[config.mk]
export PLATFORM = sky130hd
export DESIGN_NAME = framebuffer_arbiter_flat
export DESIGN_NICKNAME = d
export VERILOG_FILES = /design/src/rtl/pov_types_pkg.sv /design/src/rtl/fb_bus_if.sv /design/src/rtl/framebuffer_arbiter.sv /design/src/flat_wrapper.sv
export SDC_FILE = /design/constraint.sdc
export NUM_CORES = 1
export LEC_CHECK = 0
export ABC_AREA = 1
export BUFFER_PORTS_ARGS = -buffer_cell sky130_fd_sc_hd__buf_2
export CAP_MARGIN = 20
export CORE_ASPECT_RATIO = 0.8
export CORE_MARGIN = 10
export CORE_UTILIZATION = 25
export DETAILED_ROUTE_END_ITERATION = 10
export PLACE_DENSITY = 0.89
export SLEW_MARGIN = 25
export SYNTH_ARGS = -nofsm -noshare
export SYNTH_HDL_FRONTEND = slang
export SYNTH_SLANG_ARGS = --single-unit
[constraint.sdc]
create_clock -name vclk -period 0.9
set_input_delay 0.09 -clock vclk [all_inputs]
set_output_delay 0.09 -clock vclk [all_outputs]
set_load 0.01 [all_outputs]
[src/rtl/pov_types_pkg.sv]
package pov_types_pkg;

    // Parallel serial lanes in the driver chain
    localparam int LANES = 30;

    // Function control register length of one driver
    localparam int CONF_BITS = 48;

    // Word address width for 3072 framebuffer words
    localparam int FB_ADDR_BITS = 12;

    // Multiplexed rows behind the column drivers
    localparam int ROW_LINES = 8;

    // One SIN sample per lane
    // Also the width of a single framebuffer word
    typedef logic [LANES-1:0] lane_word_t;

    // Function control data, shifted out MSB first
    typedef logic [CONF_BITS-1:0] conf_word_t;

    // Framebuffer word address
    typedef logic [FB_ADDR_BITS-1:0] fb_addr_t;

    // One enable per multiplexed row
    typedef logic [ROW_LINES-1:0] row_sel_t;

endpackage

[src/rtl/fb_bus_if.sv]
`timescale 1ns/100ps

interface fb_bus_if
    import pov_types_pkg::*;
();

    // Access strobe, one word per cycle
    logic req;
    // Write when high, read otherwise
    logic we;
    fb_addr_t addr;
    lane_word_t wdata;
    // Valid the cycle after the request
    lane_word_t rdata;

    // Side that issues accesses
    modport requester (
        output req,
        output we,
        output addr,
        output wdata,
        input  rdata
    );

    // Side that serves accesses
    modport memory (
        input  req,
        input  we,
        input  addr,
        input  wdata,
        output rdata
    );

endinterface

[src/rtl/framebuffer_arbiter.sv]
`timescale 1ns/100ps

module framebuffer_arbiter
    import pov_types_pkg::*;
(
    input  logic         clk,
    input  logic         nrst,
    fb_bus_if.memory     drv,
    fb_bus_if.requester  mem,
    input  logic         host_we,
    input  fb_addr_t     host_addr,
    input  lane_word_t   host_wdata,
    output logic         host_busy
);

    // Host has to hold its write while the driver reads
    assign host_busy = drv.req;

    // Fixed priority with the driver first
    always_comb begin
        if (drv.req) begin
            mem.req = 1'b1;
            mem.we = drv.we;
            mem.addr = drv.addr;
            mem.wdata = drv.wdata;
        end else begin
            mem.req = host_we;
            mem.we = host_we;
            mem.addr = host_addr;
            mem.wdata = host_wdata;
        end
    end

    // Only the driver sees read data
    assign drv.rdata = mem.rdata;

    // Driver side only ever reads, a write would corrupt the slice
    a_drv_read_only: assert property (
        @(posedge clk) disable iff (!nrst)
        drv.req |-> !drv.we
    );

endmodule

[src/flat_wrapper.sv]
// flat-port wrapper written by rule: the top's interface ports become plain ports
module framebuffer_arbiter_flat import pov_types_pkg::*;
  (clk, nrst, host_we, host_addr, host_wdata, host_busy, drv_req, drv_we, drv_addr, drv_wdata, drv_rdata, mem_req, mem_we, mem_addr, mem_wdata, mem_rdata);
  fb_bus_if drv_i ();
  fb_bus_if mem_i ();
  input  logic clk;
  input  logic nrst;
  input  logic host_we;
  input  fb_addr_t host_addr;
  input  lane_word_t host_wdata;
  output logic host_busy;
  input wire logic [$bits(drv_i.req)-1:0] drv_req;
  input wire logic [$bits(drv_i.we)-1:0] drv_we;
  input wire logic [$bits(drv_i.addr)-1:0] drv_addr;
  input wire logic [$bits(drv_i.wdata)-1:0] drv_wdata;
  output wire logic [$bits(drv_i.rdata)-1:0] drv_rdata;
  output wire logic [$bits(mem_i.req)-1:0] mem_req;
  output wire logic [$bits(mem_i.we)-1:0] mem_we;
  output wire logic [$bits(mem_i.addr)-1:0] mem_addr;
  output wire logic [$bits(mem_i.wdata)-1:0] mem_wdata;
  input wire logic [$bits(mem_i.rdata)-1:0] mem_rdata;
  assign drv_i.req = drv_req;
  assign drv_i.we = drv_we;
  assign drv_i.addr = drv_addr;
  assign drv_i.wdata = drv_wdata;
  assign drv_rdata = drv_i.rdata;
  assign mem_req = mem_i.req;
  assign mem_we = mem_i.we;
  assign mem_addr = mem_i.addr;
  assign mem_wdata = mem_i.wdata;
  assign mem_i.rdata = mem_rdata;
  framebuffer_arbiter u_core (.clk(clk), .nrst(nrst), .drv(drv_i), .mem(mem_i), .host_we(host_we), .host_addr(host_addr), .host_wdata(host_wdata), .host_busy(host_busy));
endmodule
Yosys cells after proc, flatten, opt, wreduce, memory -nomap -nowiden
Index checks and enable logic that the tools add are counted.
{"block": "totals", "ff_bits": 0, "latch_bits": 0, "ram_bits": 0, "romBits": 0, "input_bits": 119, "out_inout_bits": 75, "elab_cells": 4, "n_memories": 0}
{"block": "classes", "n_addsub": 0, "mul": 0, "div_mod_pow": 0, "n_lt_le_gt_ge": 0, "n_eq_ne": 0, "shift": 0, "mux": 4, "bitwise_logic": 0, "reduce_logical": 0}
{"op": "$mux W30", "n": 1}
{"op": "$mux W12", "n": 1}
{"op": "$mux W1", "n": 2}

Depth between registers and ports, before layout
{"block": "logic_depth", "ltp_word": 1, "mapped_depth": 5, "mapped_depth_nobuf": 3}

Least setup slack after synthesis
No wires, ideal clock.
{"block": "synth_timing", "kind": "input -> output", "from": "input drv_req", "to": "output mem_addr[0]", "t_arrival_ns": 0.530, "t_required_ns": 0.810, "setup_slack_ns": 0.280, "cell_stages": 5, "n_path_buf": 2, "cell_sequence": "buf_6 -> inv_6 -> buf_6 -> nand2_1 -> nand2_1"}
{"block": "synth_between", "elab_chain_cells": 1}
{"item": "from (decl)", "line": "flat_wrapper.sv:12", "text": "input wire logic [$bits(drv_i.req)-1:0] drv_req;"}
{"item": "$mux W12", "line": "framebuffer_arbiter.sv:21", "text": "if (drv.req) begin"}
{"item": "to (decl)", "line": "flat_wrapper.sv:19", "text": "output wire logic [$bits(mem_i.addr)-1:0] mem_addr;"}
No other way between the ends.

Final worst setup path
{"block": "layout_timing", "from": "input drv_req", "to": "output mem_wdata[27]"}
{"block": "layout_between", "elab_chain_cells": 1}
{"item": "$mux W30", "line": "framebuffer_arbiter.sv:21"}
{"item": "to (decl)", "line": "flat_wrapper.sv:20", "text": "output wire logic [$bits(mem_i.wdata)-1:0] mem_wdata;"}
No other way between the ends.

==> out/qor.txt <==
SYNTHESIS
----------------------------------------------------------------------------------------
Part of the Yosys area used for sequential elements                                   0%
Total standard cell area after synthesis                                       818.3 µm²
Yosys cell types                                                                       5
Avg Synthesized Cell Area                                                      4.785 µm²
Mapped Nets                                                                          290
Instance count of the mapped netlist                                                 171
Total of warnings raised by yosys                                                      0

STATUS
----------------------------------------------------------------------------------------
Result of the run                                                              completed

FLOORPLAN
----------------------------------------------------------------------------------------
Ports                                                                                194
Floorplan core area                                                             3108 µm²
Floorplan row count                                                                   18
Area of the die                                                                 5976 µm²
Chip width                                                                      83.97 µm
Chip height                                                                     71.17 µm
Starting density of the core                                                      26.33%

TIMING
----------------------------------------------------------------------------------------
Setup violations, final                                                                0
Worst relative slew slack                                                         85.05%
Max Transition Viols Final                                                             0
Sum of negative setup slack                                                         0 ps
Period minus WS final                                                           861.1 ps
FMAX                                                                            1161 MHz
Final Hold Slack                                                                180.0 ps
Count of endpoints failing hold in the final timing report                             0
Portion of the clock cycle consumed by the worst path in the final layout         95.68%
Tightest Pin Transition                                                         224.3 ps

MIN PATH
----------------------------------------------------------------------------------------
Hold Path Cell Cnt                                                                     0
Hold-critical path endpoint                                                 drv_rdata[1]
Class of the most critical hold timing path                                 input pin to primary output
Min-Delay Startpoint                                                        mem_rdata[1]

CRITICAL PATH
----------------------------------------------------------------------------------------
Kind of critical path                                                       input pin to primary output
Crit path required time                                                           810 ps
Arrival time reported for the critical path endpoint                              770 ps
Largest driver fanout on the critical path                                             6
Critical path endpoint category                                             primary output
CP Launch Point                                                                  drv_req
Startpoint Class                                                               input pin

GLOBAL ROUTE
----------------------------------------------------------------------------------------
Number of global-route vias before repair                                          1,272
Global-route wire length before repair                                          6.285 mm
Number of antenna violations at the first check in global routing                      0
Remaining global-route overflow                                                        0
GRT Total Usage                                                                   11.96%
Maximum number of pins on one net before global-route repair                          44

ROUTING
----------------------------------------------------------------------------------------
Detailed-route wire length                                                      4.075 mm
DRC violations left                                                                    0
Detailed router's first-iteration violation count                                     20
Routed wire per std cell                                                        13.19 µm
Detailed-router iteration count before antenna repair                                  4
ANT nets after route                                                                   0
Overall via count from detail_route                                                1,277
Post-detailed-route via-to-cell ratio                                              4.133

PLACEMENT
----------------------------------------------------------------------------------------
Routability congestion estimate                                                   0.7165
Total half-perimeter wirelength after legalization and detailed placement       3.509 mm
Input/output buffers                                                                 132

FINAL LAYOUT
----------------------------------------------------------------------------------------
Flip-flop and latch area                                                           0 µm²
Layout overhead on the synthesized area                                           59.02%
# diodes                                                                               0
Final layout net count                                                               390
Share of layout cells above drive strength 1                                      52.04%
Count of clock-net buffers in the final layout                                         0
Count of flip-flops and latches                                                        0

POWER
----------------------------------------------------------------------------------------
Static Leakage                                                                 0.9595 nW
Worst vdd ir                                                                   0.2815 mV
PD cells                                                                    520.4 nW/µm²

CLOCK TREE
----------------------------------------------------------------------------------------
Hold buffer count at CTS                                                               0

FLOW RUN
----------------------------------------------------------------------------------------
MaxCap Viol Count                                                                      0

-- layer usage --
| layer | track usage (%) | wire [µm] |
|---|---|---|
| met4 | 1.113 | 32 |
| met1 | 12.29 | 1537 |
| met5 | 0 | 0 |
| met2 | 23.45 | 2068 |
| met3 | 4.233 | 436 |
-- layout by cell type, fill, tap and decap left out --
cell / count
buf_2: 130
nand2_1: 129
buf_4: 3
buf_6: 3
buf_12: 2
inv_8: 1
or2_4: 1
-- kinds of logic after synthesis --
kind of cell	count (synthesis)	synth area share, %
AND/OR/NAND/NOR	130	59.94
buffers and inverters	41	40.06
-- where the power goes --
| part | switching (mW) | internal, mW |
|---|---|---|
| Combinational | 0.337 | 0.340 |
| Clock | 0 | 0 |
| Sequential | 0 | 0 |
| Total | 0.337 | 0.340 |
-- stage by stage --
step	cell area, µm²	worst slack (ps)	util [%]	total power, mW	std cells
finish	1301	38.86	41.87	0.6771	309
global route	1301	-1.208	41.87	0.7598	309
CTS	1280	1.357	41.18	0.6760	309
detailed placement	1257	-20.44	40.46	0.6627	306
global placement	1257	-5.833	40.46	0.6520	306
floorplan	818.3	280.4	-	0.4491	171
-- repair_timing --
action                     CTS  global route
gates resized for setup      0             7
setup endpoints to repair    1            44
setup buffers                3             0
-- critical path, stage by stage --
cell and delay [ps]:
buf_4 150, buf_12 140, buf_4 140, nand2_1 50, nand2_1 60, buf_2 140
-- layout make-up --
type                       instances  area [µm²]
timing repair buffer             138       747.0
tap                               40       50.05
fill                             350        1807
inverter                           1       11.26
multi-input combinational        130       493.0
-- synthesized netlist by cell type --
cell type,n,area share [%]
nand2_1,129,59
inv_6,1,1.1
buf_4,35,32
or2_2,1,0.77
buf_6,5,6.9
-- worst max path at each step --
stage                         end  depth (start not counted)
global route        mem_wdata[19]                          6
finish              mem_wdata[27]                          6
global placement          mem_req                          4
detailed placement        mem_req                          4
floorplan             mem_addr[0]                          5
CTS                       mem_req                          4
(Power assumes the default switching activity.)
