<file path="src/rtl/pov_types_pkg.sv">
package pov_types_pkg;

    // Parallel serial lanes in the driver chain
    localparam int LANES = 30;

    // Function control register length of one driver
    localparam int CONF_BITS = 48;

    // Word address width for 3072 framebuffer words
    localparam int FB_ADDR_BITS = 12;

    // Multiplexed rows behind the column drivers
    localparam int ROW_LINES = 8;

    // One SIN sample per lane
    // Also the width of a single framebuffer word
    typedef logic [LANES-1:0] lane_word_t;

    // Function control data, shifted out MSB first
    typedef logic [CONF_BITS-1:0] conf_word_t;

    // Framebuffer word address
    typedef logic [FB_ADDR_BITS-1:0] fb_addr_t;

    // One enable per multiplexed row
    typedef logic [ROW_LINES-1:0] row_sel_t;

endpackage

</file>
<file path="src/rtl/tlc_timing_pkg.sv">
package tlc_timing_pkg;

    // SCLK edges with LAT high for each latch command
    localparam int FCWRTEN_LEN = 15;
    localparam int WRTFC_LEN = 5;
    localparam int WRTGS_LEN = 1;
    localparam int LATGS_LEN = 3;

    // SCLK edges in one shift and shifts in one segment
    localparam int SHIFT_BITS = 48;
    localparam int SHIFTS_PER_SEG = 8;

    // 9-bit poker mode needs 512 GCLK plus one pause cycle
    localparam int SEG_LAST = 512;

    // Blanking at segment start keeps LATGS clear of the GCLK wrap
    localparam int BLANK_LEN = 72;

    // Pause cycle followed by one full shift
    localparam int GROUP_LEN = 49;

    // Multiplexed rows per slice
    localparam int ROWS = 8;

    // Settling time after WRTFC before streaming may begin
    localparam int WRTFC_WAIT = 6;

    // Framebuffer geometry
    localparam int WORDS_PER_SEG = 384;
    localparam int FB_WORDS = 3072;

endpackage

</file>
<file path="src/rtl/row_driver.sv">
`timescale 1ns/100ps

module row_driver
    import pov_types_pkg::*;
    import tlc_timing_pkg::*;
#(
    parameter int DEAD_CYCLES = 1
) (
    input  logic     clk,
    input  logic     nrst,
    input  logic     column_ready,
    input  logic     streaming,
    output row_sel_t row_en
);

    localparam int DEAD_W = $clog2(DEAD_CYCLES + 1) + 1;

    logic [$clog2(ROWS)-1:0] row_idx;
    logic [DEAD_W-1:0] dead_cnt;
    logic streaming_q;

    always_ff @(posedge clk or negedge nrst) begin
        if (!nrst) begin
            row_en <= '0;
            row_idx <= '0;
            dead_cnt <= '0;
            streaming_q <= 1'b0;
        end else begin
            streaming_q <= streaming;
            if (streaming && !streaming_q) begin
                // Slice begins on row 0
                row_idx <= '0;
                row_en <= row_sel_t'(1);
                dead_cnt <= '0;
            end else if (column_ready) begin
                // Break before make
                row_en <= '0;
                dead_cnt <= DEAD_W'(DEAD_CYCLES);
            end else if (dead_cnt != '0) begin
                dead_cnt <= dead_cnt - 1'b1;
                // Stream over after the last segment leaves all rows off
                if (dead_cnt == 1 && streaming) begin
                    row_idx <= row_idx + 1'b1;
                    row_en <= row_sel_t'(1) << (row_idx + 1'b1);
                end
            end else if (!streaming) begin
                row_en <= '0;
            end
        end
    end

    // A new row may only follow a cycle with every row off
    a_row_break: assert property (
        @(posedge clk) disable iff (!nrst)
        (row_en != '0 && row_en != $past(row_en)) |-> ($past(row_en) == '0)
    );

endmodule

</file>
<file path="config.mk">
export PLATFORM = sky130hd
export DESIGN_NAME = row_driver
export DESIGN_NICKNAME = d
export VERILOG_FILES = /design/src/rtl/pov_types_pkg.sv /design/src/rtl/tlc_timing_pkg.sv /design/src/rtl/row_driver.sv
export SDC_FILE = /design/constraint.sdc
export NUM_CORES = 1
export LEC_CHECK = 0
export ABC_AREA = 1
export BUFFER_PORTS_ARGS = -buffer_cell sky130_fd_sc_hd__buf_2
export CAP_MARGIN = 10
export CORE_UTILIZATION = 55
export DETAILED_ROUTE_END_ITERATION = 16
export PLACE_DENSITY = 0.83
export SYNTH_ARGS = -nofsm -noshare
export SYNTH_HDL_FRONTEND = slang
export SYNTH_SLANG_ARGS = --single-unit
</file>
<file path="constraint.sdc">
create_clock -name clk -period 3.59 [get_ports clk]
set_clock_uncertainty 0.15 [all_clocks]
set_input_delay 0.1795 -clock clk [delete_from_list [all_inputs] [get_ports clk]]
set_output_delay 0.1795 -clock clk [all_outputs]
set_load 0.05 [all_outputs]
</file>
---- Word-level counts from Yosys, hierarchy flattened ----
Index checks and enable logic that the tools add are counted.
operators by class
  add/subtract/negate cells ............... 2
  equal/unequal tests ..................... 4
  shift-type cells ........................ 1
  mux-type cells .......................... 12
  reductions and logical operators ........ 9
operator list
  operator             count
  $mux 8               5
  $mux 3               4
  $shl 1x3->8 const A  1
  $mux 2               3
  $reduce_bool 2->1    3
  $ne 4x2->1 const B   1
  $ne 4x3->1 const B   1
  $add 3x1->3 const B  1
  $reduce_and 3->1     1
  $reduce_bool 3->1    1
  $eq 2x1->1 const B   1
  $logic_and 1x1->1    2
  $ne 2x1->1 const B   1
  $reduce_and 2->1     1
  $sub 2x1->2 const B  1
  $logic_not 1->1      1
word-level totals
  register bits after elaboration ......... 14
  input bits .............................. 4
  output and inout port bits .............. 8
  word-level logic and storage cells ...... 32

---- Longest topological paths before layout ----
  depth in word-level cells ............... 6
  depth in mapped cells ................... 9
  mapped depth without buffers ............ 9

---- Worst setup path after synthesis ----
OpenSTA, ideal clock, no wires.
  path type ............................... reg2reg
  start ................................... register dead_cnt[0]
  end ..................................... register row_en[4]
  arrival time ............................ 1.154 ns
  required time ........................... 3.322 ns
  setup slack ............................. 2.169 ns
  cell stages (with the launch flop) ...... 9
  buffers on the path ..................... 0
  period minus slack after synthesis ...... 1.421 ns
  path through ............................ dfrtp_1 -> inv_1 -> ha_1 -> nor2_4 -> nand3_2 -> nand2_4 -> inv_6 -> nand2_1 -> nand2_1
between the ends
  word-level cells in the longest chain between the ends .. 4
  elaborated cells on any way between the ends .. 9
ends and longest elaborated chain
  element                                                             RTL line                            source
  from (decl)                                                         row_driver.sv:19                    logic [DEAD_W-1:0] dead_cnt;
  from (signal assigned)                                              row_driver.sv:38                    dead_cnt <= DEAD_W'(DEAD_CYCLES);
  from (signal assigned)                                              row_driver.sv:40                    dead_cnt <= dead_cnt - 1'b1;
  $eq 2x1->1 / $reduce_bool 2->1 (equally long branches)              row_driver.sv:42, row_driver.sv:39
  $logic_and 1x1->1 / $mux 8 (equally long branches)                  row_driver.sv:42, row_driver.sv:39
  $ne 4x3->1 (no source line) / $mux 8 (equally long branches)        --
  $reduce_and 2->1 (no source line) / $mux 8 (equally long branches)  --
  to (signal assigned)                                                row_driver.sv:33                    row_en <= row_sel_t'(1);
  to (signal assigned)                                                row_driver.sv:44                    row_en <= row_sel_t'(1) << (row_idx + 1'b1);
  to (decl)                                                           row_driver.sv:13                    output row_sel_t row_en
Parallel ways exist; a longest one is shown, timed or not.
A chain may end at the register's enable or synchronous reset.

---- Worst setup path in the final report ----
  start ................................... register dead_cnt[0]
  end ..................................... register row_en[2]
The elaborated chain is that of the path after synthesis.

==> reports/qor.csv <==
stage;metric;value;unit
die;io_pins;12;
worst_setup_path;ff2ff_path_depth;8;
routing;viasPerCell;5.21;
yosys;ys_async_sr_fraction;1.00;
cts;clk_pin_slew;0.08;ns
global_routing;met2_usage;0.402;
global_routing;met3_usage;0.0682;
yosys;synth_seq_cells;14;
die;row_count;13;
worst_setup_path;critPathCapture;row_en[2]$_DFFE_PN0P_;
global_routing;first_global_vias;616;
worst_setup_path;cp.arrival;1.62;ns
yosys;synthCells;95;
global_routing;antenna_found_initial;0;
hold_path;hold_depth;4;
cells_and_area;synthToLayoutAreaGrowth;15.0;%
cts;htree_levels;1;
cts;cts_tree;done;
timing;setup_viol;0;
worst_setup_path;r2r_end;row_en[2]$_DFFE_PN0P_;
yosys;synth.largest_area_cell;dfrtp_1;
yosys;synth_edf_count;0;
routing;drt_iter0_markers;17;
routing;drt-total-wl;1.54;mm
die;die-area;1560;sq um
worst_setup_path;crit_type;reg2reg;
cts;clk_path_buf_depth;2;
timing;setup-tns-final;0;ns
worst_setup_path;cp-start-kind;flop;
worst_setup_path;r2r_start;dead_cnt[0]$_DFFE_PN0P_;
global_routing;grt-ovfl-total;0;
timing;maxSlewViolCount;0;
timing;rsz0062_at_grt;no;
worst_setup_path;crit_family;simple AND/OR/NAND/NOR gates;
global_routing;grt_pass1_wl;2.44;mm
cts;postCtsSetupBuffers;0;
routing;ant_nets;0;
cells_and_area;seqCellArea;350;sq um
worst_setup_path;cp.buffers_inverters;2;
global_routing;grt.busiest_layer;met2;
hold_path;hp-class;in2reg;
yosys;ys.warnings.count;0;
global_routing;track_usage;0.241;
routing;drcViolationCount;0;
cts;hold_buffers;2;
yosys;synth.net_count;106;
worst_setup_path;critPathMostFrequentCell;nand2_1;
cts;numCtsBuffers;3;
timing;hold_viol;0;
die;die_w;39.5;um
yosys;synth_area;773;sq um
yosys;synth_top_area_frac;0.453;
timing;fin_crit_sh;0.445;
global_routing;grt_max_degree;15;
worst_setup_path;worstPathMaxFanout;10;
pwr;p_per_area;582;nW/um^2
pwr;p_leak;0.511;nW
cts;cts_resized;0;
yosys;yosysMostFrequentCell;nand2_1;
worst_setup_path;worst_ep_required_time;3.61;ns
cells_and_area;multi_input_area;373;sq um
yosys;seq_area_frac_synth;0.453;
timing;maxSlewHeadroom;0.789;
cts;clk_latency;0.28;ns
cells_and_area;drive_above_1_share;0.189;
yosys;ys.flop_type;dfrtp_1;
pwr;peakVddDrop;411;uV
placement;hpwl;1.22;mm
yosys;syn_avg_cell_area;8.14;sq um
routing;vias;657;
placement;gp_congestion;0.765;
die;initial_core_util;0.594;
yosys;yosys-top-cells-area;dfrtp_1, nand2_1, ha_1;
run;max_cap_violations;0;
run_status;outcome;finished, final reports clean;
placement;place_area;847;sq um
worst_setup_path;path_cells;inv_1 > ha_1 > nor2_4 > nand3_2 > nand2_4 > inv_6 > nand2_1 > nand2_1;
yosys;yosys.cell_types.count;14;
die;coreArea;1300;sq um
routing;wl_per_cell;12.3;um
worst_setup_path;timing.reg2reg.setup_slack;1.99;ns
global_routing;grt.met1_usage;0.259;
worst_setup_path;max_stage_delay;0.38;ns
die;fp.dieH;39.5;um
cts;numClockSinks;14;
placement;numPortBuffers;11;
worst_setup_path;crit_cells;8;
cells_and_area;final_area;890;sq um
cells_and_area;fin_nets;124;
routing;detail_route.first_pass.iterations;4;
worst_setup_path;cp_slowest_cell;dfrtp_1;
cts;root_buffer;clkbuf_4;
worst_setup_path;end_kind;flop;
timing;fin_crit;1.60;ns
cells_and_area;antennaDiodeCount;0;
timing;tightest_slew;0.317;ns
cells_and_area;fillCellCount;103;
worst_setup_path;startpoint;dead_cnt[0]$_DFFE_PN0P_;
yosys;synth_common_cells;nand2_1, dfrtp_1, inv_1;
timing;clock.fmax;626;MHz
==> worst min-delay path by stage <==
| stage | start | endpoint | slack, ns |
|---|---|---|---|
| after global placement | nrst | streaming_q$_DFF_PN0_ | -0.07 |
| after floorplan | nrst | dead_cnt[0]$_DFFE_PN0P_ | -0.27 |
| final | column_ready | dead_cnt[1]$_DFFE_PN0P_ | 0.13 |
| after CTS | column_ready | dead_cnt[1]$_DFFE_PN0P_ | 0.13 |
| after global routing | column_ready | dead_cnt[0]$_DFFE_PN0P_ | 0.15 |
| after detailed placement | nrst | row_en[1]$_DFFE_PN0P_ | -0.06 |
==> registers in the layout, summed over array words and instances (netlist names) <==
signal       cells
dead_cnt         2
row_en           8
row_idx          3
streaming_q      1
==> report_power, final <==
| part | total [mW] | switching (mW) | internal (mW) |
|---|---|---|---|
| logic | 0.216 | 0.155 | 0.0610 |
| clock network | 0.0887 | 0.0497 | 0.0389 |
| registers | 0.214 | 0.0239 | 0.190 |
==> worst reg2reg max path, cell delays in order, from the launching register on <==
cell,delay [ns]
dfrtp_1,0.38
inv_1,0.07
ha_1,0.26
nor2_4,0.19
nand3_2,0.12
nand2_4,0.14
inv_6,0.06
nand2_1,0.06
nand2_1,0.06
==> through the flow <==
step	setup slack (ns)	utilization	hold WS (ns)	instances	total power [mW]
after global placement	2.11	0.651	-0.0674	121	0.415
after global routing	1.87	0.684	0.147	126	0.555
after detailed placement	2.00	0.651	-0.0647	121	0.431
final	1.99	0.684	0.131	126	0.518
after CTS	1.98	0.684	0.131	126	0.517
after floorplan	2.17	-	-0.266	95	0.377
==> layout make-up <==
class | count | share of cell area
repair buffers | 13 | 0.0844
flip-flops and latches | 14 | 0.394
clock buffers | 3 | 0.0253
multi-input cells | 69 | 0.419
inverters | 12 | 0.0563
well taps | 15 | 0.0211
==> cell usage in the layout (no fill, tap or decap), drive strengths merged <==
cell / n
clkbuf: 3
nand3: 5
nand2: 41
o21ai: 5
a21oi: 1
dlygate4sd3: 2
nor2: 9
nand4: 1
ha: 7
buf: 11
inv: 12
dfrtp: 14
==> routing by layer <==
metal	share of wire	vias up
met5	0	-
met4	0.040	0
met3	0.038	11
met2	0.50	23
met1	0.42	298
li1	-	325
==> cells by family (layout without fill, tap and decap cells) <==
kind of cell,count (synthesis),after routing,share of synthesized area
AND/OR/NAND/NOR,56,56,0.325
flip-flops,14,14,0.453
buffers and inverters,12,28,0.0647
adder cells (fa/ha/maj),7,7,0.113
AO/OA/AOI/OAI,6,6,0.0437
(Power assumes the default switching activity.)
