File: config.mk
export PLATFORM = sky130hd
export DESIGN_NAME = conf_store
export DESIGN_NICKNAME = d
export VERILOG_FILES = /design/src/rtl/pov_types_pkg.sv /design/src/rtl/conf_store.sv
export SDC_FILE = /design/constraint.sdc
export NUM_CORES = 1
export LEC_CHECK = 0
export BUFFER_PORTS_ARGS = -buffer_cell sky130_fd_sc_hd__buf_2
export CORE_MARGIN = 2
export CORE_UTILIZATION = 40
export DETAILED_ROUTE_END_ITERATION = 8
export PLACE_DENSITY = 0.76
export SLEW_MARGIN = 20
export SYNTH_ARGS = -nofsm -noshare
export SYNTH_HDL_FRONTEND = slang
export SYNTH_SLANG_ARGS = --single-unit
File: constraint.sdc
create_clock -name clk -period 2 [get_ports clk]
set_input_delay 0.1 -clock clk [delete_from_list [all_inputs] [get_ports clk]]
set_output_delay 0.1 -clock clk [all_outputs]
set_load 0.02 [all_outputs]
File: src/rtl/pov_types_pkg.sv
package pov_types_pkg;

    // Parallel serial lanes in the driver chain
    localparam int LANES = 30;

    // Function control register length of one driver
    localparam int CONF_BITS = 48;

    // Word address width for 3072 framebuffer words
    localparam int FB_ADDR_BITS = 12;

    // Multiplexed rows behind the column drivers
    localparam int ROW_LINES = 8;

    // One SIN sample per lane
    // Also the width of a single framebuffer word
    typedef logic [LANES-1:0] lane_word_t;

    // Function control data, shifted out MSB first
    typedef logic [CONF_BITS-1:0] conf_word_t;

    // Framebuffer word address
    typedef logic [FB_ADDR_BITS-1:0] fb_addr_t;

    // One enable per multiplexed row
    typedef logic [ROW_LINES-1:0] row_sel_t;

endpackage

File: src/rtl/conf_store.sv
`timescale 1ns/100ps

module conf_store
    import pov_types_pkg::*;
#(
    parameter conf_word_t DEFAULT_CONF = '0
) (
    input  logic       clk,
    input  logic       nrst,
    input  logic       conf_load,
    input  conf_word_t conf_data,
    output logic       new_conf,
    output conf_word_t active_conf
);

    // Set by reset so the default gets written once
    logic boot_pending;

    always_ff @(posedge clk or negedge nrst) begin
        if (!nrst) begin
            active_conf <= DEFAULT_CONF;
            boot_pending <= 1'b1;
            new_conf <= 1'b0;
        end else begin
            // One-cycle announce after reset or a host load
            new_conf <= boot_pending | conf_load;
            boot_pending <= 1'b0;
            if (conf_load) begin
                active_conf <= conf_data;
            end
        end
    end

endmodule

; ---- Word-level counts from Yosys, hierarchy flattened
; Cells that the tools add are included.
[op_classes]
bitwise_logic = 1
[ops]
columns = operator, n
row1 = OR 1 bit, 1
[word_totals]
output_inout_bits = 49
wordCells = 4
ff_bits = 50
in_bits = 51

; ---- Depth between registers and ports, before layout
; Gate-level depths: netlist of run 1.
[depth]
ltp_word = 1
ltp_mapped = 3
mapped_depth_nobuf = 1

; ---- Worst setup path after synthesis of run 1
; OpenSTA, ideal clock, no wires.
[synth_timing]
path_kind = register to register
startpoint = reg, netlist name active_conf[36]
endpoint = reg active_conf[36]
synth_period_minus_slack_ps = 835
setup_slack_ps = 1165
arrival_ps = 710
stages_incl_launch_ff = 2
n_path_buf = 0
setup_ps = 125
required_time_ps = 1875
cell_sequence = dfrtp_1 -> mux2_4
[synth_lines]
columns = element, line
row1 = "end signal, assigned", conf_store.sv:29  ; active_conf <= conf_data;
row2 = "end, declared", conf_store.sv:13  ; output conf_word_t active_conf

; ---- Worst setup path after layout of run 1
[layout_timing]
startpoint = reg active_conf[34]
endpoint = out active_conf[34]
; No word-level cell between the ends.

==> key figures, run 1 <==
Global routing
  – M3 GR Usage: 0.03729
  – Met1 Track Usage GR: 0.1510
  – First-pass GRT wire length: 5651 microns
  – GRT Overall Usage: 0.1427
  – Initial antenna violation count: 0
  – Gr busiest metal: met2
  – Gr ovfl total: 0
  – Vias in the first global route: 1244
  – Largest net degree at the start of global routing: 26
  – Met2 Track Usage GR: 0.2556

Floorplanning
  – Die area: 0.005269 sq mm
  – Core area: 0.004444 sq mm
  – Die height: 72.59 microns
  – IO Count: 100
  – Die width: 72.59 microns
  – Row count: 24
  – Initial Util: 0.4234

Timing
  – Worst clock skew: 0.00002140 ns
  – RSZ-0062 raised after global routing: no
  – Peak Freq: 1045 MHz
  – Slew Viols, Final: 0
  – Setup TNS: 0 ns
  – Final setup fails: 0
  – Max transition margin: 0.6342
  – Tightest Pin Transition: 0.5487 ns
  – Min Tclk post-route: 0.9567 ns
  – Fin. Hold Viols: 0
  – Period utilization: 0.4784

Detailed routing
  – Via count: 1240
  – DR iter-0 viols: 38
  – Antenna-violating nets left: 0
  – DRC violations left: 0
  – Drt pass-1 iters: 4
  – Vias per cell: 4.697
  – Total Wirelength: 3582 microns
  – Avg WL per Cell: 13.57 microns

Critical path
  – Worst path top cell family by delay: flip-flops
  – R2R depth: 1
  – Crit path cell chain: buf_2
  – Crit Path Max Fanout: 2
  – Critical path buffers and inverters: 1
  – Crit path DAT: 0.86 ns
  – Worst Path Required: 1.90 ns
  – Startpoint class of the critical path: register
  – Slowest cell on the critical path: dfrtp_1
  – WS Path Type: register to primary output
  – Crit path depth: 1
  – Critical Path Sink Type: primary output
  – Max stage delay on crit path: 0.40 ns

Status
  – Status: completed

Clock network
  – Clock transition at the registers of the reported paths: 0.09 ns
  – Cts bufs inserted: 5
  – Root Driver: clkbuf_8
  – Clk sink count: 50
  – H-tree depth: 2
  – Worst-Skew Late Latency: 0.29 ns
  – CTS tree: done
  – Post-CTS Setup Inserts: 0
  – CTS Buffer Depth: 2

Synth
  – Yosys reg bits: 50
  – Register area share after synthesis: 0.6656
  – Post-Syn Nets: 156
  – Synth unique cells: 8
  – Most area-consuming cells after synthesis: dfrtp_1, mux2_2, mux2_4
  – Area fraction of the dominant cell type after synthesis: 0.6516
  – Yosys warning total: 0
  – Post-synthesis cell count: 105
  – Synth Area per Inst: 17.92 sq um
  – Post-synth top area cell: dfrtp_1
  – Cell Area, Synth: 0.001882 sq mm

Final layout
  – FILL cells: 370
  – Layout cells sized above 1: 0.7547
  – Register area: 0.001252 sq mm
  – Antenna cells: 0
  – Fin nets: 262
  – Multi-input gate area: 584.3 sq um
  – Area growth, synth to finish: 36.24%
  – Final Util: 0.5769

Place
  – GPL Wtd Cong: 0.7765
  – # port buffers: 99
  – Hpwl dp: 2640 microns

Worst hold path
  – HP Class: primary input to register
  – Worst Hold Depth: 2

Pwr
  – Comb power frac: 0.193
  – Clock power share: 0.307
  – Seq pwr share: 0.501
  – Internal power: 0.001687 W
  – Leak Pwr: 1.283 nW
  – Power Dens Cells: 899.1 mW/mm^2
  – Sw Pwr: 0.0006183 W
  – Max IR drop VDD: 542.2 uV
  – Sw frac: 0.2682

Run
  – Max cap viols: 0
==> metrics by stage <==
| stage | instances | total power [W] | area, sq um | hold slack, ns | setup WS, ns |
|---|---|---|---|---|---|
| 2_1_floorplan | 105 | 0.001436 | 1882 | -0.1956 | 1.165 |
| 3_3_place_gp | 255 | 0.001618 | 2440 | 0.1150 | 0.7559 |
| 3_5_place_dp | 255 | 0.001624 | 2440 | 0.1269 | 0.7281 |
| 4_1_cts | 264 | 0.002344 | 2564 | 0.01153 | 1.023 |
| 5_1_grt | 264 | 0.002421 | 2564 | 0.01143 | 0.9182 |
| 6_report | 264 | 0.002305 | 2564 | 0.02426 | 1.043 |
==> layer usage <==
metal / up-vias / share of wire
met2: 47 / 0.54
met1: 615 / 0.39
met3: 6 / 0.057
li1: 572 / -
met5: - / 0
met4: 0 / 0.019
==> registers in the layout, indices dropped and copies added, names as in the netlist <==
register / flops
active_conf: 48
boot_pending: 1
new_conf: 1
==> area by class of cell <==
| cell class | instances | share of cell area |
|---|---|---|
| Clock buffer | 5 | 0.02684 |
| Tap cell | 52 | 0.02538 |
| Timing Repair Buffer | 104 | 0.2138 |
| Clock inverter | 3 | 0.01757 |
| Sequential cell | 50 | 0.4885 |
| Multi-Input combinational cell | 50 | 0.2279 |
==> synth_stat cells <==
library cell and number:
dfstp_2 1, buf_6 2, or2_1 1, conb_1 1, mux2_2 39, buf_4 3
dfrtp_1 49, mux2_4 9
==> cell usage in the layout, fill, tap and decap left out, drive strengths merged <==
master and instances:
buf 103, dfrtp 49, mux2 48, clkbuf 5, clkinvlp 2, or2 1, dfstp 1, conb 1
bufinv 1, dlygate4sd3 1
==> timing repair <==
item | 4_1_cts | 5_1_grt
hold buffers | 1 | 0
resized for setup | 0 | 0
hold endpoints to repair | 22 | 0
==> worst paths after layout <==
path                                  from              end  slack (ns)
hold reg to reg            active_conf[28]  active_conf[28]        0.51
min in group asynchronous             nrst  active_conf[21]        0.33
max in group asynchronous             nrst  active_conf[40]        1.07
setup / recovery           active_conf[34]  active_conf[34]        1.04
setup reg to reg           active_conf[34]  active_conf[34]        1.23
hold / removal               conf_data[22]  active_conf[22]        0.02
==> power by group through the flow <==
stage | registers (W) | logic (W) | clock network, W
floorplan | 0.00130 | 0.000134 | 0
global placement | 0.00117 | 0.000444 | 0
detailed placement | 0.00117 | 0.000450 | 0
CTS | 0.00116 | 0.000452 | 0.000736
global route | 0.00117 | 0.000476 | 0.000778
finish | 0.00115 | 0.000444 | 0.000707
==> cell families (layout without fill, tap and decap cells) <==
| kind of cell | after synthesis | after routing | synth area share |
|---|---|---|---|
| other | 1 | 1 | 0.001993 |
| and+or+nand+nor | 1 | 1 | 0.003327 |
| muxes | 48 | 48 | 0.3052 |
| buffers and inverters | 5 | 112 | 0.02393 |
| DFF | 50 | 50 | 0.6656 |
Power figures use the tool's default switching activity.
==> inputs of run 2 (changes only) <==
--- a/config.mk
+++ b/config.mk
@@ -5,6 +5,7 @@
 export SDC_FILE = /design/constraint.sdc
 export NUM_CORES = 1
 export LEC_CHECK = 0
+export ABC_AREA = 1
 export BUFFER_PORTS_ARGS = -buffer_cell sky130_fd_sc_hd__buf_2
 export CORE_MARGIN = 2
 export CORE_UTILIZATION = 40
==> constraint.sdc (replaced) <==
create_clock -name clk -period 0.9 [get_ports clk]
set_input_delay 0.045 -clock clk [delete_from_list [all_inputs] [get_ports clk]]
set_output_delay 0.045 -clock clk [all_outputs]
set_load 0.02 [all_outputs]
==> run 2 against run 1 <==
Effect of this change: first-iteration DRC count increased by 97%; synthesized cell count increased by 98%; power increased by 130%; non-clock buffer count increased by 61; sequential power increased by 120%; sequential cell count unchanged; combinational power increased to 3.0 times the previous value; clock power increased by 100%; setup slack got worse by 1.0 ns; global-route usage increased by 4.3 points; worst hold slack improved by 0.0061 ns; largest cell class is now non-clock buffers.
==> key figures, run 2 <==
Status
  – Status: completed

Clock network
  – CTS tree: done
  – Clk sink count: 50
  – Cts bufs inserted: 5
  – Worst-Skew Late Latency: 0.29 ns
  – H-tree depth: 2
  – CTS Buffer Depth: 2
  – Root Driver: clkbuf_8
  – Clock transition at the registers of the reported paths: 0.08 ns

Pwr
  – Tot Pwr: 0.005360 W
  – Power Dens Cells: 1577 mW/mm^2
  – Max IR drop VDD: 987.2 uV
  – Leak Pwr: 1.872 nW

Synth
  – Cell Area, Synth: 0.001889 sq mm
  – Xor-xnor portion of the synthesized cell area: 0
  – Number of synthesized flops with an enable pin: 0
  – Yosys warning total: 0
  – Post-synth top area cell: dfrtp_1
  – Multiplexer share of the synthesized area: 0
  – Synth Area per Inst: 9.083 sq um
  – Largest family of logic cells by synthesized area: simple AND/OR/NAND/NOR gates
  – Top_reg_cell synth: dfrtp_1
  – Simple-Gate Fraction of Synth Area: 0.2894
  – Most common cell in the netlist: nand2_1
  – Yosys reg bits: 50
  – Post-synthesis async set-or-reset flop share: 1.000
  – Post-synthesis cell count: 208
  – Post-Syn Nets: 259
  – Synth Area in Compound Gates: 0
  – Register area share after synthesis: 0.6629
  – Synth unique cells: 9
  – Area fraction of the dominant cell type after synthesis: 0.6490
  – Adder-cell share of the synthesized area: 0
  – Most area-consuming cells after synthesis: dfrtp_1, nand2_1, buf_6
  – Most instantiated cells after synthesis: nand2_1, dfrtp_1, buf_2

Critical path
  – Crit Path Max Fanout: 2
  – Worst path top cell family by delay: flip-flops
  – Startpoint class of the critical path: register
  – R2R depth: 4
  – Reg2reg setup slack: 0.06 ns
  – RR Startpoint: active_conf[26]
  – Critical Path Sink Type: primary output
  – Crit path DAT: 0.84 ns
  – Slowest cell on the critical path: dfrtp_1
  – Crit path cell chain: buf_6
  – WS Path Type: register to primary output
  – Reg2Reg Capture Point: active_conf[26]
  – Critical path buffers and inverters: 1
  – Max stage delay on crit path: 0.41 ns
  – Worst Path Required: 0.85 ns

Floorplanning
  – Die height: 72.73 microns
  – Row count: 25
  – IO Count: 100
  – Die area: 0.005289 sq mm
  – Core area: 0.004629 sq mm
  – Initial Util: 0.4081
  – Die width: 72.73 microns

Worst hold path
  – Hold Path Sink: active_conf[0]
  – Worst hold start: conf_load
  – Worst Hold Depth: 3
  – HP Class: primary input to register

Place
  – # port buffers: 99
  – Setup WS pre-CTS: 0.1932 ns
  – Hpwl dp: 2743 microns
  – GPL Wtd Cong: 0.6684

Timing
  – Slew Viols, Final: 0
  – Fin. Hold Viols: 0
  – RSZ-0062 raised after global routing: yes
  – Final setup fails: 0
  – Peak Freq: 1130 MHz
  – Final worst slack: 0.01523 ns
  – Worst clock skew: 0.0003896 ns
  – Period utilization: 0.9831
  – Min Hold Slack: 0.03037 ns
  – Min Tclk post-route: 0.8848 ns

Final layout
  – Layout cells sized above 1: 0.3405
  – Max FFs per register: 48
  – Fin nets: 420
  – Area growth, synth to finish: 79.87%
  – Biggest register: active_conf
  – Most frequent cells in the layout: nand2_1, buf_2, dfrtp_1, dlygate4sd3_1, buf_6
  – Antenna cells: 0
  – Regs by FF count: active_conf x48, boot_pending x1, new_conf x1
  – Commonest non-fill, non-tap cell in the layout: nand2_1

Detailed routing
  – Drt pass-1 iters: 4
  – Vias per cell: 4.363
  – Avg WL per Cell: 12.45 microns
  – DR iter-0 viols: 75
  – DRC violations left: 0
  – Total Wirelength: 5277 microns
  – Antenna-violating nets left: 0
  – Via count: 1850

Run
  – Max cap viols: 0

Global routing
  – Vias in the first global route: 1726
  – Largest net degree at the start of global routing: 51
  – First-pass GRT wire length: 7590 microns
  – Initial antenna violation count: 0
  – Gr ovfl total: 0
  – GRT Overall Usage: 0.1858
## run 2: changes by cell type in the layout (fill, tap and decap cells not counted), sizes merged
| cell | delta |
|---|---|
| dlygate4sd3 | +48 |
| nand2 | +144 |
| clkbuf | +3 |
| clkinvlp | -2 |
| buf | +13 |
| inv | +1 |
| mux2 | -48 |
| bufinv | -1 |
## run 2: how the worst max path moves through the flow
stage                    start  slack [ns]  cells past startpoint               to
2_1_floorplan   active_conf[0]        0.22                      2   active_conf[0]
3_3_place_gp         conf_load        0.23                      5  active_conf[47]
3_5_place_dp         conf_load        0.19                      5  active_conf[41]
4_1_cts        active_conf[45]       0.002                      1  active_conf[45]
5_1_grt         active_conf[6]       -0.02                      1   active_conf[6]
6_report        active_conf[6]        0.02                      1   active_conf[6]
## run 2: tightest hold or removal path, delay by kind of cell
family        cells  cell delay (ns)
buf+inv           1             0.14
simple gates      2             0.10
## run 2: what timing repair did
item,in CTS,in global routing
setup endpoints to repair,3,46
endpoints found under the hold margin,98,0
hold buffers,49,0
gates resized for setup,4,84
pin swaps,0,0
buffers inserted,1,11
## run 2: final cells by class
| type | instances | area [sq um] |
|---|---|---|
| Fill cell | 320 | 1231 |
| Sequential cell | 50 | 1252 |
| Timing Repair Buffer | 165 | 1414 |
| Tap cell | 54 | 67.56 |
| Multi-Input combinational cell | 146 | 550.5 |
| Clock buffer | 8 | 110.1 |
| Inverter | 1 | 3.754 |
## run 2: where the power goes
part	internal [W]	total [W]	switching (W)	leakage, nW
Sequential	0.00244	0.00258	0.000141	0.605
Combinational	0.000715	0.00134	0.000629	1.21
Clock	0.000776	0.00143	0.000656	0.0575
## run 2: cell families (layout without fill, tap and decap cells)
group	after synthesis	count (layout)
flops	50	50
simple gates	145	145
other cells	1	1
buf+inv	12	174
## run 2: stage by stage
stage                     cell area, sq um  TNS (ns)  instances  utilization
after floorplan                       1889         0        208            -
after global placement                2432         0        355       0.5254
after detailed placement              2432         0        355       0.5254
after CTS                             3053         0        413       0.6595
after global routing                  3398   -0.2027        424       0.7341
final                                 3398         0        424       0.7341
## run 2: layer usage
metal,GRT usage,vias to the layer above,wire (microns)
met4,0.04115,0,42
met2,0.3465,61,2831
li1,-,936,-
met3,0.04696,4,275
met5,0,-,0
met1,0.2131,849,2127
==> inputs of run 3 (changes only) <==
--- a/config.mk
+++ b/config.mk
@@ -10,7 +10,7 @@
 export CORE_MARGIN = 2
 export CORE_UTILIZATION = 40
 export DETAILED_ROUTE_END_ITERATION = 8
-export PLACE_DENSITY = 0.76
+export PLACE_DENSITY = 0.79
 export SLEW_MARGIN = 20
 export SYNTH_ARGS = -nofsm -noshare
 export SYNTH_HDL_FRONTEND = slang
==> constraint.sdc (replaced) <==
create_clock -name clk -period 0.8 [get_ports clk]
set_input_delay 0.04 -clock clk [delete_from_list [all_inputs] [get_ports clk]]
set_output_delay 0.04 -clock clk [all_outputs]
set_load 0.02 [all_outputs]
==> run 3 against run 2 <==
Effect of this change: the run now ends with setup timing left; wire length is 16% higher; global-route usage is 4.5 points higher; cell area is 5.0% higher; sequential power is 14% higher; critical path type unchanged; largest power group unchanged.
==> key figures, run 3 (synthesis gave the netlist of run 2 again) <==
Pwr
  – Max IR drop VDD: 908.7 uV
  – Tot Pwr: 0.006072 W
  – Power Dens Cells: 1702 mW/mm^2
  – Leak Pwr: 1.953 nW

Floorplanning
  – IO Count: 100
  – Initial Util: 0.4081
  – Die height: 72.73 microns
  – Core area: 0.004629 sq mm
  – Die area: 0.005289 sq mm
  – Die width: 72.73 microns
  – Row count: 25

Critical path
  – Critical Path Sink Type: primary output
  – Max stage delay on crit path: 0.42 ns
  – RR Startpoint: active_conf[45]
  – R2R depth: 4
  – Reg2Reg Capture Point: active_conf[45]
  – Startpoint class of the critical path: register
  – Setup crit end: active_conf[17]
  – Critical path buffers and inverters: 1
  – Worst Path Required: 0.76 ns
  – Crit path DAT: 0.85 ns
  – Crit path cell chain: buf_6
  – WS Path Type: register to primary output
  – Slowest cell on the critical path: dfrtp_1
  – Reg2reg setup slack: -0.06 ns
  – Worst path top cell family by delay: flip-flops
  – Crit path from: active_conf[17]
  – Crit path depth: 1
  – Crit Path Max Fanout: 2

Timing
  – Period utilization: 1.116
  – Final worst slack: -0.09284 ns
  – RSZ-0062 raised after global routing: yes
  – Slew Viols, Final: 0
  – Min Tclk post-route: 0.8928 ns
  – Peak Freq: 1120 MHz
  – Setup TNS: -3.576 ns
  – Final setup fails: 52
  – Fin. Hold Viols: 0
  – Worst clock skew: 0.0004461 ns

Final layout
  – Final Util: 0.7708
  – Layout cells sized above 1: 0.3724
  – Regs by FF count: active_conf x48, boot_pending x1, new_conf x1
  – FILL cells: 282
  – Biggest register: active_conf
  – Multi-input gate area: 563.0 sq um
  – Post-route cell area: 0.003568 sq mm
  – Most frequent cells in the layout: nand2_1, buf_2, buf_6
  – Antenna cells: 0
  – Fin nets: 434
  – Register area: 0.001252 sq mm
  – Area growth, synth to finish: 88.87%
  – Commonest non-fill, non-tap cell in the layout: nand2_1
  – Max FFs per register: 48

Detailed routing
  – Drt pass-1 iters: 4
  – Via count: 1989
  – DRC violations left: 0
  – Total Wirelength: 6123 microns
  – Antenna-violating nets left: 0
  – Vias per cell: 4.541
  – DR iter-0 viols: 169
  – Avg WL per Cell: 13.98 microns

Place
  – Setup WS pre-CTS: 0.07441 ns
  – # port buffers: 99
  – Hpwl dp: 2995 microns
  – Placed inst area: 0.002477 sq mm
  – GPL Wtd Cong: 0.7201

Global routing
  – Vias in the first global route: 2088
  – GRT Overall Usage: 0.2310
  – Initial antenna violation count: 0
  – Gr ovfl total: 0
  – First-pass GRT wire length: 9266 microns
  – Largest net degree at the start of global routing: 30

Run
  – Max cap viols: 0

Clock network
  – H-tree depth: 2
  – CTS Buffer Depth: 2
  – Worst-Skew Late Latency: 0.29 ns
  – Root Driver: clkbuf_8
  – Cts bufs inserted: 5
  – Clk sink count: 50
  – CTS tree: done
  – Clock transition at the registers of the reported paths: 0.08 ns

Status
  – Status: finished, violations left
  – Violated checks: setup timing

Worst hold path
  – HP Class: primary input to register
[run 3: changes by cell type in the layout (fill, tap and decap cells not counted)]
cell / delta
nand2_2: +5
clkbuf_1: +2
buf_12: +3
buf_2: -5
nand2_1: -5
clkbuf_8: -2
buf_6: +6
buf_4: +10
[run 3: cell type report]
cell class,instances,share of cell area
clock buffer,8,0.02525
inverter,1,0.001052
multi-input combinational,146,0.1578
sequential,50,0.3510
tap,54,0.01893
timing repair buffer,179,0.4460
[run 3: repair_timing]
item	in CTS	in global routing
hold buffers	49	0
endpoints found under the hold margin	98	0
pin swaps	0	3
resized for setup	98	6
endpoints found under the setup margin	49	53
setup buffers	16	9
[run 3: power breakdown]
group | leakage, nW | internal (W) | switching, W
Clock | 0.0455 | 0.000706 | 0.000754
Sequential | 0.605 | 0.00275 | 0.000177
Combinational | 1.30 | 0.000927 | 0.000760
[run 3: per-stage QoR]
| step | hold WS [ns] | std cells |
|---|---|---|
| final | 0.05462 | 438 |
| after global routing | 0.07105 | 438 |
| after CTS | 0.04985 | 429 |
| after detailed placement | -0.06953 | 356 |
| after global placement | -0.07016 | 356 |
| after floorplan | -0.2556 | 208 |
[run 3: how the worst min path moves through the flow]
stage / start / to / slack, ns / cells after the start
2_1_floorplan: nrst / active_conf[0] / -0.26 / 0
3_3_place_gp: nrst / active_conf[32] / -0.07 / 1
3_5_place_dp: nrst / active_conf[32] / -0.07 / 1
4_1_cts: conf_load / active_conf[31] / 0.05 / 3
5_1_grt: conf_load / active_conf[30] / 0.07 / 3
6_report: conf_load / active_conf[29] / 0.05 / 3
[run 3: layer usage]
metal / part of all wire / routed length [microns] / GRT usage
met3: 0.049 / 298 / 0.04420
met5: 0 / 0 / 0
met4: 0.021 / 127 / 0.09259
met2: 0.56 / 3439 / 0.4535
met1: 0.37 / 2258 / 0.2357
